--- config.mk ---
export PLATFORM = sky130hd
export DESIGN_NAME = copro_bus_ctrl_flat
export DESIGN_NICKNAME = d
export VERILOG_FILES = /design/src/hdl/copro_pkg.sv /design/src/hdl/cpu_bus_if.sv /design/src/hdl/copro_bus_ctrl.sv /design/src/flat_wrapper.sv
export SDC_FILE = /design/constraint.sdc
export NUM_CORES = 1
export LEC_CHECK = 0
export BUFFER_PORTS_ARGS = -buffer_cell sky130_fd_sc_hd__buf_2
export CAP_MARGIN = 20
export CORE_MARGIN = 3
export CORE_UTILIZATION = 25
export CTS_BUF_LIST = sky130_fd_sc_hd__clkbuf_8
export DETAILED_ROUTE_END_ITERATION = 7
export GPL_ROUTABILITY_DRIVEN = 1
export PLACE_DENSITY = 0.95
export SYNTH_ARGS = -nofsm -noshare
export SYNTH_HDL_FRONTEND = slang
export SYNTH_SLANG_ARGS = --single-unit
--- constraint.sdc ---
create_clock -name clk_cpu -period 3.5 [get_ports clk_cpu]
set_clock_uncertainty 0.15 [all_clocks]
set_input_delay 0.175 -clock clk_cpu [delete_from_list [all_inputs] [get_ports clk_cpu]]
set_output_delay 0.175 -clock clk_cpu [all_outputs]
set_load 0.05 [all_outputs]
--- src/hdl/copro_pkg.sv ---
package copro_pkg;

   // ------------------------------------------------------------------------
   // CPU bus widths
   // ------------------------------------------------------------------------

   localparam int addr_w     = 16;
   localparam int data_w     = 16;

   // Internal RAM word address bits, 8K words
   localparam int int_ram_aw = 13;

   // Byte-wide SRAM address width
   localparam int ext_ram_aw = 19;

   // ------------------------------------------------------------------------
   // Memory map and wait states
   // ------------------------------------------------------------------------

   // Tube window FEF8-FEFF, compared on address bits 15:3
   localparam logic [12:0] tube_base_hi = 13'h1FDF;

   // Cycles with clken low during an external access
   localparam int ext_wait_cycles = 7;
   // Cycles per SRAM byte phase, two phases per word
   localparam int ext_byte_cycles = 4;

   // Which target a request goes to
   typedef enum logic [1:0] {
      region_none = 2'd0,
      region_int  = 2'd1,
      region_ext  = 2'd2,
      region_tube = 2'd3
   } bus_region_e;

   // Mailbox registers, offset in the tube window
   typedef enum logic [2:0] {
      mbox_status = 3'd0,
      mbox_data   = 3'd1
   } mbox_reg_e;

   // Status register bit positions
   localparam int mbox_h2p_full_bit = 7;
   localparam int mbox_p2h_free_bit = 6;

endpackage

--- src/hdl/cpu_bus_if.sv ---
`timescale 1ns/1ps

// CPU request side of the bus
// Read data and selects are per target and travel on plain ports
interface cpu_bus_if
   import copro_pkg::*;
();

   // Word address from the CPU
   logic [addr_w-1:0] addr;
   // Write data from the CPU
   logic [data_w-1:0] wdata;
   // High for read, low for write
   logic              rnw;
   // Low while a memory request is presented
   logic              mreq_b;

   // Address decode sees the whole request
   modport decode (
      input addr,
      input wdata,
      input rnw,
      input mreq_b
   );

   // Targets are qualified by their own chip select
   modport target (
      input addr,
      input wdata,
      input rnw
   );

endinterface

--- src/hdl/copro_bus_ctrl.sv ---
`timescale 1ns/1ps

module copro_bus_ctrl
   import copro_pkg::*;
(
   input  logic              clk_cpu,
   input  logic              RSTn_sync,
   cpu_bus_if.decode         bus,
   output logic              int_cs_b,
   output logic              ext_cs_b,
   output logic              tube_cs_b,
   input  logic [15:0]       int_rdata,
   input  logic [15:0]       ext_rdata,
   input  logic [7:0]        tube_rdata,
   output logic [15:0]       cpu_din,
   input  logic              irq_req_n,
   output logic              cpu_int_b
);

   bus_region_e region;
   logic        irq_meta_n;

   // ------------------------------------------------------------------------
   // Address decode
   // ------------------------------------------------------------------------

   // Tube window sits inside F000-FFFF, so it is checked first
   always_comb
   begin
      if (bus.mreq_b)
         region = region_none;
      else if (bus.addr[15:3] == tube_base_hi)
         region = region_tube;
      else if (bus.addr[15:12] == 4'h0 || bus.addr[15:12] == 4'hF)
         region = region_int;
      else
         region = region_ext;
   end

   // One active-low select per target
   assign int_cs_b  = (region != region_int);
   assign ext_cs_b  = (region != region_ext);
   assign tube_cs_b = (region != region_tube);

   // Read data steering, external RAM when nothing else is selected
   always_comb
   begin
      case (region)
         region_tube: cpu_din = {8'h00, tube_rdata};
         region_int:  cpu_din = int_rdata;
         default:     cpu_din = ext_rdata;
      endcase
   end

   // ------------------------------------------------------------------------
   // Interrupt synchronizer
   // ------------------------------------------------------------------------

   always_ff @(posedge clk_cpu)
   begin
      if (!RSTn_sync)
      begin
         irq_meta_n <= 1'b1;
         cpu_int_b  <= 1'b1;
      end
      else
      begin
         irq_meta_n <= irq_req_n;
         cpu_int_b  <= irq_meta_n;
      end
   end

endmodule

--- src/flat_wrapper.sv ---
// flat-port wrapper written by rule: the top's interface ports become plain ports
module copro_bus_ctrl_flat import copro_pkg::*;
  (clk_cpu, RSTn_sync, int_cs_b, ext_cs_b, tube_cs_b, int_rdata, ext_rdata, tube_rdata, cpu_din, irq_req_n, cpu_int_b, bus_addr, bus_wdata, bus_rnw, bus_mreq_b);
  cpu_bus_if bus_i ();
  input  logic clk_cpu;
  input  logic RSTn_sync;
  output logic int_cs_b;
  output logic ext_cs_b;
  output logic tube_cs_b;
  input  logic [15:0] int_rdata;
  input  logic [15:0] ext_rdata;
  input  logic [7:0] tube_rdata;
  output logic [15:0] cpu_din;
  input  logic irq_req_n;
  output logic cpu_int_b;
  input wire logic [$bits(bus_i.addr)-1:0] bus_addr;
  input wire logic [$bits(bus_i.wdata)-1:0] bus_wdata;
  input wire logic [$bits(bus_i.rnw)-1:0] bus_rnw;
  input wire logic [$bits(bus_i.mreq_b)-1:0] bus_mreq_b;
  assign bus_i.addr = bus_addr;
  assign bus_i.wdata = bus_wdata;
  assign bus_i.rnw = bus_rnw;
  assign bus_i.mreq_b = bus_mreq_b;
  copro_bus_ctrl u_core (.clk_cpu(clk_cpu), .RSTn_sync(RSTn_sync), .bus(bus_i), .int_cs_b(int_cs_b), .ext_cs_b(ext_cs_b), .tube_cs_b(tube_cs_b), .int_rdata(int_rdata), .ext_rdata(ext_rdata), .tube_rdata(tube_rdata), .cpu_din(cpu_din), .irq_req_n(irq_req_n), .cpu_int_b(cpu_int_b));
endmodule
==> summary.md <==
| Metric | Value |
|---|---|
| Fmax | 0.5071 GHz |
| CTS H-Tree Depth | 1 |
| Vias per inst | between 5 and 6 |
| CP dominant cell by count | buf_2 |
| Share of cells above drive strength 1 | 0.7250 |
| Synthesized instance count | 43 |
| CTS buffer count | 3 |
| Max clock buf depth | 2 |
| Synth cell types | 19 |
| Final period utilization | 0.5634 |
| Nets | 199 |
| Top-area cell type share of the netlist area | 0.2169 |
| First-pass DRT Iterations | 2 |
| Mapped cell area | between 400 and 500 sq um |
| FFs w/ async S/R, synth | 0 |
| Synth Area in Compound Gates | 0.4367 |
| Pwr dens | approximately 290 nW/um^2 |
| Syn Area/Cell | about 9.7 sq um |
| Total clock sinks | 2 |
| Primary FF master, synth | dfxtp_1 |
| P_leak | 0.0004343 uW |
| RSZ-0062 raised after global routing | no |
| Flops & latches, synth | 2 |
| Syn. warnings | 0 |
| Vias in the first global route | ~580 |
| CP max FO | 9 |
| Vias | between 600 and 700 |
| Initial antenna violation count | 0 |
| Sequential area share after synthesis | 0.09639 |
| CP max stage cell | nor4_4 |
| Min Clock Period, post-route | between 1.5 and 2 ns |
| R2R setup slack | ~2.8 ns |
| Min-Delay Path Class | primary input to register |
| Dominant cells by area after synthesis | o221a_1 22%, a22o_1 17%, or3_1 14%, dfxtp_1 9.6%, nor4_4 5.1% |
| Cell chain of the critical path | buf_2 -> nor4_4 -> o21ba_2 -> and2_4 -> inv_6 -> o221a_1 -> buf_2 |
| Largest net degree at the start of global routing | 17 |
| Post-route DRC violation count | 0 |
| Mux contribution to synthesized area | 0 |
| Diode count | 0 |
| Pre-CTS WS | roughly 1.5 ns |
| Wirelength, routed | between 1500 and 2000 um |
| Setup TNS | 0 ns |
| IO Pins | a little under 100 |
| Port Buffer Count | 76 |
| Die width | 46.76 um |
| Endpoint class of the critical path | output pin |
| GRT Resource Usage Total | 0.1333 |
| Most frequent cell after synthesis | or3_1 |
| Worst-Margin Slew | about 0.56 ns |
| First-pass GRT wire length | 2166 um |
| Clock Latency Late Sink | around 0.21 ns |
| Final HPWL DP | ~1400 um |
| Row count | 14 |
| Post-DRT Antenna Nets | 0 |
| Total congestion overflow | 0 |
| Simple-gate portion of the synthesized area | 0.3614 |
| CP max stage delay | between 0.3 and 0.4 ns |
| Die area | 2187 sq um |
| Synth area leader | o221a_1 |
| DR WL/cell | approximately 12 um |
| Starting DRC count in detailed routing | 4 |
| Synthesized Nets | 120 |
| Setup crit start kind | primary input |
| Status | completed |
| Number of synthesized flops with an enable pin | 0 |
| Starting Density | 0.2695 |
| Final setup violation count | 0 |
| CTS clk-pin slew, worst paths | around 0.030 ns |
| CP required | about 3.2 ns |
| Peak supply drop | between 0.0001 and 0.00015 V |
| WS Path Type | primary input to output pin |
| Slew Limit Fails | 0 |
| Signal arrival time at the worst endpoint | 1.65 ns |
| Die height | between 40 and 50 um |
| Core Box Area | around 1500 sq um |
| Fin. Hold Viols | 0 |
| Area growth from synthesis to layout | 100.3% |
| Largest family of logic cells by synthesized area | compound AO/OA/AOI/OAI gates |
| Root Driver | clkbuf_8 |
| Max-cap violations | 0 |
| Post-Synth Adder-Cell Area | 0 |
| CTS tree | done |
| Post-CTS sizing | 0 |
| Commonest cells in the netlist | 9 x or3_1, 8 x a22o_1, 8 x o221a_1, 2 x dfxtp_1, 2 x nand2b_1 |
| Gpl congestion | about 0.66 |
| Max transition margin | 0.6240 |
| Setup WS post-layout | 1.528 ns |
| Post-Synth XOR/XNOR Area | 0 |
[placed cells by master, fill, tap and decap left out, types with 2 or more instances in the layout]
master	n
a22o_1	8
buf_2	76
clkbuf_8	3
dfxtp_1	2
nand2b_1	2
o221a_1	8
or3_1	9
[per-stage QoR]
| step | total power [uW] | instance area (sq um) | util | hold slack (ns) | cells |
|---|---|---|---|---|---|
| 3_3_place_gp | 147.4 | 780.7 | 0.5065 | 0.2043 | 132 |
| 5_1_grt | 251.7 | 832.0 | 0.5398 | 0.01042 | 136 |
| 6_report | 239.7 | 832.0 | 0.5398 | 0.005594 | 136 |
| 2_1_floorplan | 104.6 | 415.4 | - | 0.09804 | 43 |
| 4_1_cts | 242.9 | 832.0 | 0.5398 | 0.007014 | 136 |
| 3_5_place_dp | 149.4 | 780.7 | 0.5065 | 0.2171 | 132 |
[final timing paths]
path | from | to | depth (start not counted)
worst max-delay path | bus_addr[12] | cpu_din[7] | 7
worst min-delay path | irq_req_n | u_core.irq_meta_n | 2
worst max register to register | u_core.irq_meta_n | u_core.cpu_int_b | 1
worst min register to register | u_core.irq_meta_n | u_core.cpu_int_b | 1
[worst max-delay path, delay by kind of cell]
family | cells | cell delay (ns)
AND/OR/NAND/NOR | 2 | 0.57
AO/OA/AOI/OAI | 2 | 0.50
buffers and inverters | 3 | 0.39
[metal layers]
layer,routed length [um],track usage,vias up
li1,-,-,339
met5,0,0,-
met4,0,0.03315,0
met2,891,0.2547,43
met1,557,0.1503,306
met3,212,0.02299,0
[cell families (layout without fill, tap and decap cells)]
group / count (synthesis) / in the layout
simple gates: 19 / 19
compound gates: 18 / 18
buf+inv: 4 / 81
flops: 2 / 2
[what timing repair did]
action	4_1_cts	5_1_grt
hold buffers	1	0
setup buffers	0	0
endpoints found under the hold margin	1	0
endpoints found under the setup margin	0	0
[final cells by class]
type	instances	area, sq um
Inverter	1	8.758
Multi-Input combinational cell	37	331.6
Tap cell	16	20.02
Fill cell	147	709.4
Sequential cell	2	40.04
Clock buffer	3	41.29
Timing Repair Buffer	77	390.4
[power breakdown]
| part | switching (uW) | internal, uW |
|---|---|---|
| sequential | 0.259 | 24.1 |
| clock | 17.7 | 72.7 |
| combinational | 77.7 | 47.3 |
| total | 95.7 | 144 |
[state kept, by name, summed over array words and instances, names as in the netlist]
signal             count
u_core.cpu_int_b       1
u_core.irq_meta_n      1
Note: power is estimated with default switching activity, not from simulation.
