### src/hdl/copro_pkg.sv
package copro_pkg;

   // ------------------------------------------------------------------------
   // CPU bus widths
   // ------------------------------------------------------------------------

   localparam int addr_w     = 16;
   localparam int data_w     = 16;

   // Internal RAM word address bits, 8K words
   localparam int int_ram_aw = 13;

   // Byte-wide SRAM address width
   localparam int ext_ram_aw = 19;

   // ------------------------------------------------------------------------
   // Memory map and wait states
   // ------------------------------------------------------------------------

   // Tube window FEF8-FEFF, compared on address bits 15:3
   localparam logic [12:0] tube_base_hi = 13'h1FDF;

   // Cycles with clken low during an external access
   localparam int ext_wait_cycles = 7;
   // Cycles per SRAM byte phase, two phases per word
   localparam int ext_byte_cycles = 4;

   // Which target a request goes to
   typedef enum logic [1:0] {
      region_none = 2'd0,
      region_int  = 2'd1,
      region_ext  = 2'd2,
      region_tube = 2'd3
   } bus_region_e;

   // Mailbox registers, offset in the tube window
   typedef enum logic [2:0] {
      mbox_status = 3'd0,
      mbox_data   = 3'd1
   } mbox_reg_e;

   // Status register bit positions
   localparam int mbox_h2p_full_bit = 7;
   localparam int mbox_p2h_free_bit = 6;

endpackage

### src/hdl/cpu_bus_if.sv
`timescale 1ns/1ps

// CPU request side of the bus
// Read data and selects are per target and travel on plain ports
interface cpu_bus_if
   import copro_pkg::*;
();

   // Word address from the CPU
   logic [addr_w-1:0] addr;
   // Write data from the CPU
   logic [data_w-1:0] wdata;
   // High for read, low for write
   logic              rnw;
   // Low while a memory request is presented
   logic              mreq_b;

   // Address decode sees the whole request
   modport decode (
      input addr,
      input wdata,
      input rnw,
      input mreq_b
   );

   // Targets are qualified by their own chip select
   modport target (
      input addr,
      input wdata,
      input rnw
   );

endinterface

### src/hdl/copro_mailbox.sv
`timescale 1ns/1ps

module copro_mailbox
   import copro_pkg::*;
(
   input  logic              clk_cpu,
   input  logic              RSTn_sync,
   cpu_bus_if.target         bus,
   input  logic              cs_b,
   output logic [7:0]        rdata,
   input  logic              host_wr_stb,
   input  logic [7:0]        host_wr_data,
   input  logic              host_rd_stb,
   output logic [7:0]        host_rd_data,
   output logic              host_data_avail,
   output logic              irq_req_n
);

   mbox_reg_e  reg_sel;
   logic       p_rd_data;
   logic       p_wr_data;
   logic [7:0] h2p_data;
   logic       h2p_full;
   logic [7:0] p2h_data;
   logic       p2h_full;
   logic [7:0] status;

   // Register offset within the tube window
   assign reg_sel   = mbox_reg_e'(bus.addr[2:0]);

   // Parasite accesses to the data register
   assign p_rd_data = !cs_b && bus.rnw && (reg_sel == mbox_data);
   assign p_wr_data = !cs_b && !bus.rnw && (reg_sel == mbox_data);

   // ------------------------------------------------------------------------
   // Host to parasite
   // ------------------------------------------------------------------------

   // A host write while full just overwrites, flag stays set
   always_ff @(posedge clk_cpu)
   begin
      if (host_wr_stb)
         h2p_data <= host_wr_data;
   end

   // Host write wins over a parasite read in the same cycle
   always_ff @(posedge clk_cpu)
   begin
      if (!RSTn_sync)
         h2p_full <= 1'b0;
      else if (host_wr_stb)
         h2p_full <= 1'b1;
      else if (p_rd_data)
         h2p_full <= 1'b0;
   end

   // Interrupt held while the host byte is unread
   assign irq_req_n = !h2p_full;

   // ------------------------------------------------------------------------
   // Parasite to host
   // ------------------------------------------------------------------------

   always_ff @(posedge clk_cpu)
   begin
      if (p_wr_data)
         p2h_data <= bus.wdata[7:0];
   end

   // Parasite write wins over a host read in the same cycle
   always_ff @(posedge clk_cpu)
   begin
      if (!RSTn_sync)
         p2h_full <= 1'b0;
      else if (p_wr_data)
         p2h_full <= 1'b1;
      else if (host_rd_stb)
         p2h_full <= 1'b0;
   end

   assign host_rd_data    = p2h_data;
   assign host_data_avail = p2h_full;

   // Parasite read mux, unused offsets read zero
   always_comb
   begin
      status                    = 8'h00;
      status[mbox_h2p_full_bit] = h2p_full;
      status[mbox_p2h_free_bit] = !p2h_full;
      case (reg_sel)
         mbox_status: rdata = status;
         mbox_data:   rdata = h2p_data;
         default:     rdata = 8'h00;
      endcase
   end

endmodule

### src/flat_wrapper.sv
// flat-port wrapper written by rule: the top's interface ports become plain ports
module copro_mailbox_flat import copro_pkg::*;
  (clk_cpu, RSTn_sync, cs_b, rdata, host_wr_stb, host_wr_data, host_rd_stb, host_rd_data, host_data_avail, irq_req_n, bus_addr, bus_wdata, bus_rnw);
  cpu_bus_if bus_i ();
  input  logic clk_cpu;
  input  logic RSTn_sync;
  input  logic cs_b;
  output logic [7:0] rdata;
  input  logic host_wr_stb;
  input  logic [7:0] host_wr_data;
  input  logic host_rd_stb;
  output logic [7:0] host_rd_data;
  output logic host_data_avail;
  output logic irq_req_n;
  input wire logic [$bits(bus_i.addr)-1:0] bus_addr;
  input wire logic [$bits(bus_i.wdata)-1:0] bus_wdata;
  input wire logic [$bits(bus_i.rnw)-1:0] bus_rnw;
  assign bus_i.addr = bus_addr;
  assign bus_i.wdata = bus_wdata;
  assign bus_i.rnw = bus_rnw;
  copro_mailbox u_core (.clk_cpu(clk_cpu), .RSTn_sync(RSTn_sync), .bus(bus_i), .cs_b(cs_b), .rdata(rdata), .host_wr_stb(host_wr_stb), .host_wr_data(host_wr_data), .host_rd_stb(host_rd_stb), .host_rd_data(host_rd_data), .host_data_avail(host_data_avail), .irq_req_n(irq_req_n));
endmodule
### config.mk
export PLATFORM = sky130hd
export DESIGN_NAME = copro_mailbox_flat
export DESIGN_NICKNAME = d
export VERILOG_FILES = /design/src/hdl/copro_pkg.sv /design/src/hdl/cpu_bus_if.sv /design/src/hdl/copro_mailbox.sv /design/src/flat_wrapper.sv
export SDC_FILE = /design/constraint.sdc
export NUM_CORES = 1
export LEC_CHECK = 0
export BUFFER_PORTS_ARGS = -buffer_cell sky130_fd_sc_hd__buf_2
export CORE_ASPECT_RATIO = 1.1
export CORE_MARGIN = 4
export CORE_UTILIZATION = 31
export CTS_CLUSTER_DIAMETER = 30
export DETAILED_ROUTE_END_ITERATION = 16
export PLACE_DENSITY = 0.77
export SETUP_SLACK_MARGIN = 0.05
export SLEW_MARGIN = 20
export SYNTH_ARGS = -nofsm -noshare
export SYNTH_HDL_FRONTEND = slang
export SYNTH_SLANG_ARGS = --single-unit
### constraint.sdc
create_clock -name clk_cpu -period 1.4 [get_ports clk_cpu]
set_input_delay 0 -clock clk_cpu [delete_from_list [all_inputs] [get_ports clk_cpu]]
set_output_delay 0 -clock clk_cpu [all_outputs]
set_load 0.01 [all_outputs]
==> summary.txt <==
Initial DRC Count = 11
Overall routing resource usage = 12.75%
Final hold viol count = 0
Type of the tightest min-delay check = input port to flop
Cell Area, Synth = 661.9 um2
Post-synthesis mux area share = 1.512%
Main combinational cell family by area after synthesis = simple AND/OR/NAND/NOR gates
WP buf/inv = 1
Post-CTS Setup Bufs = 0
Post-synthesis xor/xnor area fraction = 0%
Mapped Cells = 40
GP Congestion = 0.7486
Synthesis-to-layout area growth = 73.16%
Register-to-register path setup slack = 0.25 ns
Sequential area share after synthesis = 78.64%
Unrepaired setup endpoints after global routing = false
Crit path capture type = primary output
Leak pwr = 0.5281 nW
Post-layout util = 56.72%
Multi-input logic area = 127.6 um2
WL/cell = 12.85 um
Synth Area in Compound Gates = 5.293%
Fill cell count = 169
Post-cts sizing count = 0
Max VDD drop = 0.0005445 V
Met3 WL = 106 um
Drt first pass iters = 4
CP Launch Point = u_core.host_data_avail
CP max stage cell = dfxtp_1
Die Width = 52.06 um
Post-Syn Nets = 86
WL met1 = 640 um
Crit path DAT = 1.23 ns
Seq cells post-synth = 18
Worst hold margin = 0.07667 ns
Worst R2R Start = u_core.host_data_avail
Tightest Pin Transition = 0.3961 ns
Synthesized area per cell = 16.55 um2
Reg-to-reg critical path endpoint = u_core.host_data_avail
Reg clk slew, reported paths = 0.10 ns
CTS tree = yes
CP Data Required Time = 1.40 ns
CTS buffer count = 3
Largest net degree at the start of global routing = 11
Antenna viol nets, final = 0
Tcrit/Tclk final = 87.99%
Vias in the first global route = 616
Clock skew = 0 ns
Die Span Y = 56.46 um
DR WL met2 = 960 um
Pwr dens = 877.7 nW/um2
Critical Path, Cell by Cell = or2_2 > a21boi_0 > buf_2
First-pass GRT wire length = 2.732 mm
Htree depth = 1
Unique masters post-synth = 16
Most frequent cells in the layout = buf_2, dlygate4sd3_1, edfxtp_1, and3_1
I/O pins = 64
Via Count = 573
CORE AREA = 2021 um2
Starting Density = 32.76%
Final setup fails = 0
Die Area = 2939 um2
Yosys warning count = 0
Worst reg2reg path depth = 3
WL final = 1.735 mm
Max Cap Viol = 0
Port Buffers = 42
CTS sink count = 18
Top sig layer = met4
Drt drc = 0
Slew HR = 73.50%
Pins Over Slew Limit = 0
FMAX = 0.8118 GHz
Register area = 520.5 um2
Simple-gate portion of the synthesized area = 11.72%
Root Driver = clkbuf_4
Status = finished, final reports clean
Worst stage delay on the critical path = 0.34 ns
Synth Area in Adders = 0%
Critical Path Sink = rdata[6]
Antenna Cells = 0
Net count, final = 154
Setup TNS Final = 0 ns
Worst skew pair latency = 0.28 ns
Global route total overflow = 0
Rows = 17
Via density = 4.244
Crit path launch type = flop
Deepest clock path buffer count = 2
Crit Path Max Fanout = 3
Crit path max-delay family = flip-flops
Share of layout cells above drive strength 1 = 45.79%
Initial antenna violation count = 0
Critical Path Stages = 3
Dpl hpwl = 1.132 mm
CP Class = flop to primary output
Most common cell after layout, fill and taps aside = buf_2
Post-layout min period = 1.232 ns
-- state kept, by name, summed over array words and instances, names as in the netlist --
register / count
u_core.h2p_data: 8
u_core.h2p_full: 1
u_core.host_data_avail: 1
u_core.host_rd_data: 8
-- cells by family after synthesis --
family	Yosys count
buffers and inverters	4
AND/OR/NAND/NOR	13
flip-flops	18
AO/OA/AOI/OAI	4
multiplexers	1
-- worst register-to-register path, stage by stage (launching register included) --
cell and delay, ns:
dfxtp_1 0.36, nand3b_1 0.08, dlygate4sd3_1 0.55, o41ai_1 0.06
-- per-layer routing --
layer  GRT usage [%]  vias to the layer above
met4           7.865                        0
met1           13.65                      257
met5               0                        -
li1                -                      289
met2           22.98                       25
met3           1.326                        2
-- synth_stat cells --
library cell | count | area, um2
a21boi_0 | 1 | 7.510
o21a_1 | 1 | 7.510
mux2i_1 | 1 | 10.01
inv_1 | 3 | 11.26
o41ai_1 | 1 | 8.760
dfxtp_1 | 2 | 40.04
and3_1 | 6 | 37.54
buf_4 | 1 | 7.510
or2_2 | 1 | 6.260
nand3b_1 | 1 | 7.510
or3b_1 | 1 | 8.760
nor3_1 | 2 | 10.01
nor2_1 | 1 | 3.750
edfxtp_1 | 16 | 480.5
nand2_1 | 1 | 3.750
o41a_1 | 1 | 11.26
-- layout make-up --
class,instances,area share (%)
Clock buffer,3,1.965
Clock inverter,1,0.3275
Inverter,3,0.9825
Multi-Input combinational cell,18,11.14
Sequential cell,18,45.41
Tap cell,28,3.057
Timing Repair Buffer,64,37.12
-- power by group --
part / switching, mW / internal (mW)
clock network: 0.149 / 0.103
logic: 0.0533 / 0.0819
registers: 0.00700 / 0.612
total: 0.209 / 0.797
-- what timing repair did --
item / 4_1_cts / 5_1_grt
endpoints found under the hold margin: 18 / 0
endpoints found under the setup margin: 0 / 0
hold buffers: 20 / 0
-- worst min-delay path by stage --
stage | endpoint | slack, ns | from | cells after the start
after detailed placement | u_core.h2p_data[0] | 0.18 | host_wr_data[0] | 1
after global routing | u_core.h2p_data[6] | 0.06 | host_wr_stb | 1
after CTS | u_core.h2p_data[6] | 0.07 | host_wr_stb | 1
after floorplan | rdata[7] | 0.05 | bus_addr[1] | 1
final | u_core.h2p_data[6] | 0.08 | host_wr_stb | 1
after global placement | u_core.host_rd_data[2] | 0.18 | bus_wdata[2] | 1
-- per-stage QoR --
stage | std cells | worst slack (ns) | cell area [um2] | power (mW)
global route | 135 | 0.07233 | 1146 | 1.058
detailed placement | 111 | 0.2439 | 919.6 | 0.7221
CTS | 135 | 0.1433 | 1146 | 1.013
floorplan | 40 | 0.1458 | 666.9 | 0.6614
global placement | 111 | 0.2708 | 919.6 | 0.7182
finish | 135 | 0.1682 | 1146 | 1.006
Note: power is estimated with default switching activity, not from simulation.
